--- src/cnnPkg.sv ---
package cnnPkg;

    // image and kernel geometry
    localparam int imgSize  = 8;
    localparam int kerSize  = 3;
    localparam int convSize = imgSize - kerSize + 1;
    localparam int poolSize = convSize / 2;
    localparam int numTaps  = kerSize * kerSize;

    // datapath widths
    localparam int pixW  = 8;
    localparam int wgtW  = 8;
    localparam int prodW = pixW + wgtW;
    localparam int accW  = 20;

    // coordinate and address widths
    localparam int imgCoordW  = $clog2(imgSize);
    localparam int convCoordW = $clog2(convSize);
    localparam int poolCoordW = $clog2(poolSize);
    localparam int tapIdxW    = 4;

    typedef logic signed [pixW-1:0]  pixelT;
    typedef logic signed [wgtW-1:0]  weightT;
    typedef logic signed [prodW-1:0] prodT;
    typedef logic signed [accW-1:0]  accT;
    typedef logic [tapIdxW-1:0]      tapIdxT;

    // addresses 0..8 are taps in row-major kernel order, 9 is the bias
    localparam tapIdxT biasIdx = tapIdxT'(numTaps);

    typedef struct packed {
        tapIdxT addr;
        weightT data;
    } coefWriteT;

    typedef struct packed {
        weightT [numTaps-1:0] taps;
        weightT               bias;
    } coefSetT;

    // pixels in tap order, coordinates of the matching conv output
    typedef struct packed {
        pixelT [numTaps-1:0]   pix;
        logic [convCoordW-1:0] row;
        logic [convCoordW-1:0] col;
    } windowT;

    typedef struct packed {
        accT                   value;
        logic [convCoordW-1:0] row;
        logic [convCoordW-1:0] col;
    } convSampleT;

    typedef struct packed {
        accT                   value;
        logic [poolCoordW-1:0] row;
        logic [poolCoordW-1:0] col;
    } poolSampleT;

endpackage

--- src/convMac.sv ---
`timescale 1ns/1ps

module convMac (
    input  logic               clock,
    input  logic               rstN,
    input  logic               winValid,
    input  cnnPkg::windowT     win,
    input  cnnPkg::coefSetT    coefs,
    output logic               convValid,
    output cnnPkg::convSampleT conv
);

    // stage one holds the products and the coordinates
    cnnPkg::prodT                  prodReg [cnnPkg::numTaps];
    logic                          stageValid;
    logic [cnnPkg::convCoordW-1:0] stageRow;
    logic [cnnPkg::convCoordW-1:0] stageCol;
    cnnPkg::accT                   sumComb;

    // adder tree input, bias sign-extended into the sum
    always_comb begin
        sumComb = cnnPkg::accT'(coefs.bias);
        for (int i = 0; i < cnnPkg::numTaps; i++) begin
            sumComb = sumComb + cnnPkg::accT'(prodReg[i]);
        end
    end

    always_ff @(posedge clock or negedge rstN) begin
        if (!rstN) begin
            stageValid <= 1'b0;
            convValid  <= 1'b0;
        end else begin
            stageValid <= winValid;
            convValid  <= stageValid;
        end
    end

    always_ff @(posedge clock) begin
        if (winValid) begin
            for (int i = 0; i < cnnPkg::numTaps; i++) begin
                prodReg[i] <= cnnPkg::prodT'(win.pix[i]) * cnnPkg::prodT'(coefs.taps[i]);
            end
            stageRow <= win.row;
            stageCol <= win.col;
        end
        if (stageValid) begin
            conv.value <= sumComb;
            conv.row   <= stageRow;
            conv.col   <= stageCol;
        end
    end

endmodule

--- src/convPoolLayer.sv ---
`timescale 1ns/1ps

module convPoolLayer (
    input  logic               clock,
    input  logic               rstN,
    input  logic               pixValid,
    input  cnnPkg::pixelT      pixData,
    input  logic               coefValid,
    input  cnnPkg::coefWriteT  coefWr,
    output logic               poolValid,
    output cnnPkg::poolSampleT poolOut
);

    cnnPkg::coefSetT    coefs;
    logic               winValid;
    cnnPkg::windowT     win;
    logic               convValid;
    cnnPkg::convSampleT conv;

    kernelRegs uKernelRegs (
        .clock     (clock),
        .rstN      (rstN),
        .coefValid (coefValid),
        .coefWr    (coefWr),
        .coefs     (coefs)
    );

    // window out one cycle after the completing pixel
    windowBuffer uWindowBuffer (
        .clock    (clock),
        .rstN     (rstN),
        .pixValid (pixValid),
        .pixData  (pixData),
        .winValid (winValid),
        .win      (win)
    );

    // two register stages, products then sum
    convMac uConvMac (
        .clock     (clock),
        .rstN      (rstN),
        .winValid  (winValid),
        .win       (win),
        .coefs     (coefs),
        .convValid (convValid),
        .conv      (conv)
    );

    maxPool uMaxPool (
        .clock     (clock),
        .rstN      (rstN),
        .convValid (convValid),
        .conv      (conv),
        .poolValid (poolValid),
        .poolOut   (poolOut)
    );

endmodule

--- src/kernelRegs.sv ---
`timescale 1ns/1ps

module kernelRegs (
    input  logic              clock,
    input  logic              rstN,
    input  logic              coefValid,
    input  cnnPkg::coefWriteT coefWr,
    output cnnPkg::coefSetT   coefs
);

    // one entry per strobe, addresses above the bias fall through
    always_ff @(posedge clock or negedge rstN) begin
        if (!rstN) begin
            coefs <= '0;
        end else if (coefValid) begin
            for (int i = 0; i < cnnPkg::numTaps; i++) begin
                if (coefWr.addr == cnnPkg::tapIdxT'(i)) begin
                    coefs.taps[i] <= coefWr.data;
                end
            end
            if (coefWr.addr == cnnPkg::biasIdx) begin
                coefs.bias <= coefWr.data;
            end
        end
    end

endmodule

--- src/maxPool.sv ---
`timescale 1ns/1ps

module maxPool (
    input  logic               clock,
    input  logic               rstN,
    input  logic               convValid,
    input  cnnPkg::convSampleT conv,
    output logic               poolValid,
    output cnnPkg::poolSampleT poolOut
);

    // max of the even column, waiting for its odd neighbour
    cnnPkg::accT hMax;

    // pair maxima of the even conv row, one per pooled column
    cnnPkg::accT partial [cnnPkg::poolSize];

    cnnPkg::accT                   pairMax;
    cnnPkg::accT                   quadMax;
    logic [cnnPkg::poolCoordW-1:0] poolCol;
    logic [cnnPkg::poolCoordW-1:0] poolRow;
    logic                          colOdd;
    logic                          rowOdd;

    assign colOdd  = conv.col[0];
    assign rowOdd  = conv.row[0];
    assign poolCol = conv.col[cnnPkg::convCoordW-1:1];
    assign poolRow = conv.row[cnnPkg::convCoordW-1:1];

    always_comb begin
        pairMax = (conv.value > hMax) ? conv.value : hMax;
        quadMax = (partial[poolCol] > pairMax) ? partial[poolCol] : pairMax;
    end

    // emit on the bottom-right sample of each 2x2 block
    always_ff @(posedge clock or negedge rstN) begin
        if (!rstN) begin
            poolValid <= 1'b0;
        end else begin
            poolValid <= convValid && rowOdd && colOdd;
        end
    end

    always_ff @(posedge clock) begin
        if (convValid) begin
            if (!colOdd) begin
                // start a new horizontal pair
                hMax <= conv.value;
            end else if (!rowOdd) begin
                partial[poolCol] <= pairMax;
            end else begin
                poolOut.value <= quadMax;
                poolOut.row   <= poolRow;
                poolOut.col   <= poolCol;
            end
        end
    end

endmodule

--- src/windowBuffer.sv ---
`timescale 1ns/1ps

module windowBuffer (
    input  logic           clock,
    input  logic           rstN,
    input  logic           pixValid,
    input  cnnPkg::pixelT  pixData,
    output logic           winValid,
    output cnnPkg::windowT win
);

    logic [cnnPkg::imgCoordW-1:0] rowCnt;
    logic [cnnPkg::imgCoordW-1:0] colCnt;
    logic                         fullWindow;

    // two previous image rows, indexed by column
    cnnPkg::pixelT lineTop [cnnPkg::imgSize];
    cnnPkg::pixelT lineMid [cnnPkg::imgSize];

    // column entering the window, top to bottom
    cnnPkg::pixelT newCol [cnnPkg::kerSize];

    assign fullWindow = (rowCnt >= cnnPkg::kerSize - 1) && (colCnt >= cnnPkg::kerSize - 1);

    always_comb begin
        newCol[0] = lineTop[colCnt];
        newCol[1] = lineMid[colCnt];
        newCol[2] = pixData;
    end

    // raster position, wraps after a full frame
    always_ff @(posedge clock or negedge rstN) begin
        if (!rstN) begin
            rowCnt   <= '0;
            colCnt   <= '0;
            winValid <= 1'b0;
        end else begin
            winValid <= pixValid && fullWindow;
            if (pixValid) begin
                if (colCnt == cnnPkg::imgCoordW'(cnnPkg::imgSize - 1)) begin
                    colCnt <= '0;
                    if (rowCnt == cnnPkg::imgCoordW'(cnnPkg::imgSize - 1)) begin
                        rowCnt <= '0;
                    end else begin
                        rowCnt <= rowCnt + 1'b1;
                    end
                end else begin
                    colCnt <= colCnt + 1'b1;
                end
            end
        end
    end

    // line buffers and the shifting 3x3 window
    always_ff @(posedge clock) begin
        if (pixValid) begin
            lineTop[colCnt] <= lineMid[colCnt];
            lineMid[colCnt] <= pixData;
            for (int kr = 0; kr < cnnPkg::kerSize; kr++) begin
                for (int kc = 0; kc < cnnPkg::kerSize - 1; kc++) begin
                    win.pix[kr*cnnPkg::kerSize+kc] <= win.pix[kr*cnnPkg::kerSize+kc+1];
                end
                win.pix[kr*cnnPkg::kerSize+cnnPkg::kerSize-1] <= newCol[kr];
            end
            // window anchored at its top-left pixel
            win.row <= cnnPkg::convCoordW'(rowCnt - cnnPkg::imgCoordW'(cnnPkg::kerSize - 1));
            win.col <= cnnPkg::convCoordW'(colCnt - cnnPkg::imgCoordW'(cnnPkg::kerSize - 1));
        end
    end

endmodule
--- config.mk ---
export PLATFORM = sky130hd
export DESIGN_NAME = convPoolLayer
export DESIGN_NICKNAME = d
export VERILOG_FILES = /design/src/cnnPkg.sv /design/src/convMac.sv /design/src/convPoolLayer.sv /design/src/kernelRegs.sv /design/src/maxPool.sv /design/src/windowBuffer.sv
export SDC_FILE = /design/constraint.sdc
export NUM_CORES = 2
export LEC_CHECK = 0
export BUFFER_PORTS_ARGS = -buffer_cell sky130_fd_sc_hd__clkbuf_2
export CAP_MARGIN = 10
export CORE_ASPECT_RATIO = 0.5
export CORE_MARGIN = 4
export CORE_UTILIZATION = 65
export DETAILED_ROUTE_END_ITERATION = 8
export PLACE_DENSITY = 0.84
export RECOVER_POWER = 100
export SYNTH_ARGS = -nofsm -noshare
export SYNTH_HDL_FRONTEND = slang
export SYNTH_SLANG_ARGS = --single-unit
--- constraint.sdc ---
create_clock -name clock -period 18.9 [get_ports clock]
set_clock_uncertainty 0.15 [all_clocks]
set_input_delay 0 -clock clock [delete_from_list [all_inputs] [get_ports clock]]
set_output_delay 0 -clock clock [all_outputs]
set_load 0.02 [all_outputs]
==> reports/results.tsv <==
metric	value	unit
PostCTS Resize Cnt	0	
Finished Core Util	70.99	%
post-CTS setup buffer count	0	
fill count	4680	
share of the synthesized area in the top cell type	30.53	%
post-synthesis sequential area ratio	35.32	%
Synth Warn #	0	
R2R cell count	16	
Max Cap Viol	10	
Main synth FF type	edfxtp_1	
syn nets	5099	
Die X	391.5	um
Synth cell types	65	
reg2reg start	uConvMac.conv[7]$_DFFE_PP_	
floorplan core area	71920	um2
Critical Path Start Type	register	
GR Overflow Total	0	
initial antenna violation count	7	
top post-synthesis cells by area	edfxtp_1 31%, fa_1 26%, ha_1 9.1%	
reg2reg end	uMaxPool.poolOut[20]$_DFFE_PP_	
antenna-violating nets left	0	
max layer used	met5	
root buf cell	clkbuf_16	
fmax	0.1344	GHz
WS Path Type	register to register	
Critical Path Fanout Max	21	
CP arrival	7560	ps
Met1 Routed Length	43940	um
NumNets Final	5172	
CTS clk-pin slew, worst paths	80	ps
vias in the first global route	32049	
post-synthesis mux area share	3.968	%
Fin Hold WS	50.07	ps
Cell Area, Synth	47800	um2
crit path launch	uConvMac.conv[7]$_DFFE_PP_	
post-layout min period	7439	ps
vias	30228	
Die H	199.8	um
CP required	19020	ps
depth of the CTS H-tree	2	
first-pass GRT wire length	174000	um
Post-route DRC	0	
RD Place Congestion	0.9803	
pre-CTS WS	12190	ps
Pre-antenna DRT Iters	5	
drt wl/cell	20.90	um
CP endpoint kind	register	
outcome	finished, violations left	
die area	78210	um2
FFs w/ async S/R, synth	15.57	%
Least-Margin Pin Slew	3775	ps
CTS buffer count	51	
Adder-Cell Fraction of Synth Area	34.95	%
clock sinks	578	
DRC marker count from the first detailed-route iteration	2726	
R2R Setup Slk	11460	ps
Post-Synth Simple-Gate Area	11.36	%
Post-synth EDFFs	486	
largest family of logic cells by synthesized area	adder cells	
I/O Buffers	48	
fin crit share	39.36	%
Met3 Wirelength	11620	um
FF+latch count, synth	578	
Final Hold Fails	0	
largest net degree at the start of global routing	65	
GRT Total Usage	28.74	%
met2 WL	49860	um
Clk Latency, worst-skew pair	610	ps
area added between synthesis and finish	6.792	%
Synth Instances	4110	
syn_area_per_cell	11.63	um2
most instantiated cells after synthesis	821 x inv_1, 617 x fa_1, 486 x edfxtp_1	
CTS Buffer Depth	3	
leading area contributor after synthesis	edfxtp_1	
number of cell rows	69	
violations in the final reports	capacitance limit, slew limit	
Hold Crit Class	input port to register	
Final WS setup	11460	ps
max_slew headroom	-151.7	%
Setup crit end	uMaxPool.poolOut[20]$_DFFE_PP_	
Setup TNS	0	ps
RSZ-0062 raised after global routing	false	
post-DP HPWL	82700	um
fin. max-slew vios	443	
Starting Density	66.47	%
setup violators final	0	
Synth Area in Compound Gates	4.426	%
count leader, synth	inv_1	
final WL	108400	um
drt via density	5.830	
share of post-route cells with drive strength above 1	5.467	%
Boundary Pins	49	
XOR/XNOR share of the synthesized area	2.986	%
CTS tree	yes	
worst max-delay path, cell delays in order (launching register included):
cell	delay (ps)
edfxtp_1	470
ha_1	350
nor2b_1	140
o211ai_1	170
a21oi_1	110
o31a_1	330
o211ai_1	600
clkbuf_1	530
nand3_1	230
and2_0	240
ha_1	320
nand2_1	80
nor4_1	440
nand2_1	130
o22ai_1	1360
or2_0	1100
a31oi_1	360
final cells by class:
| class | instances | area [um2] | share of cell area (%) |
|---|---|---|---|
| well taps | 958 | 1199 | 2.348 |
| flip-flops and latches | 578 | 16890 | 33.08 |
| repair buffers | 86 | 488.0 | 0.9558 |
| multi-input cells | 2644 | 27550 | 53.97 |
| clock buffers | 68 | 1431 | 2.804 |
| inverters | 822 | 3085 | 6.044 |
| clock inverters | 27 | 401.6 | 0.7867 |
| diodes | 2 | 5.005 | 0.009803 |
flip-flops by register name, indices dropped and copies added, names as in the netlist, 3 cells and up, named ones only:
name,flops
uConvMac.prodReg,144
uKernelRegs.coefs,80
uWindowBuffer.win,78
uWindowBuffer.lineMid,64
uWindowBuffer.lineTop,64
uMaxPool.partial,60
uConvMac.conv,26
uMaxPool.poolOut,24
uMaxPool.hMax,20
uConvMac.stageCol,3
uConvMac.stageRow,3
uWindowBuffer.colCnt,3
uWindowBuffer.rowCnt,3
worst min path at each step:
stage | endpoint | cells after the start | start | slack, ps
after detailed placement | uKernelRegs.coefs[78]$_DFFE_PN0P_ | 1 | rstN | -30
after global routing | uKernelRegs.coefs[34]$_DFFE_PN0P_ | 2 | coefWr[2] | 20
final | uKernelRegs.coefs[34]$_DFFE_PN0P_ | 2 | coefWr[2] | 50
after CTS | uKernelRegs.coefs[1]$_DFFE_PN0P_ | 4 | coefValid | 6
after floorplan | uConvMac.convValid$_DFF_PN0_ | 0 | rstN | -450
after global placement | uKernelRegs.coefs[79]$_DFFE_PN0P_ | 1 | rstN | -40
layout by cell type (no fill, tap or decap), drive strengths merged, types with 8 or more instances in the layout:
master	instances
a211oi	8
nor2b	33
mux2	84
fa	617
bufinv	8
ha	348
nor3	37
a21o	25
edfxtp	486
a21boi	13
dlygate4sd3	21
xnor2	147
mux2i	23
nand2b	80
o21ai	105
and3	17
nor2	96
and2	368
nand2	323
a31oi	24
xor2	16
mux4	32
clkbuf	128
a21oi	72
dfrtp	90
clkinv	9
nand3	43
inv	830
o211ai	11
or3	10
o21a	19
repair_timing:
| item | in CTS | in global routing |
|---|---|---|
| setup endpoints to repair | 0 | 0 |
| endpoints found under the hold margin | 194 | 0 |
| hold buffers | 22 | 0 |
metal layers:
layer	track usage, %	vias up
met5	0	-
met1	40.07	15296
met3	7.513	212
met2	45.60	1325
li1	-	13393
met4	8.104	2
stage by stage:
step	instance area (um2)	instances
detailed placement	49150	5066
CTS	51220	5183
global route	51050	5183
global placement	49150	5066
floorplan	47800	4110
finish	51050	5185
logic make-up after synthesis:
| group | count (synthesis) |
|---|---|
| AND/OR/NAND/NOR | 1045 |
| AO/OA/AOI/OAI | 332 |
| adder cells (fa/ha/maj) | 965 |
| buffers and inverters | 888 |
| flip-flops | 578 |
| XOR/XNOR | 163 |
| multiplexers | 139 |
Power is left out: the tool's default activity adds up to more than one toggle a clock period on the data nets, which glitch-free logic cannot reach.
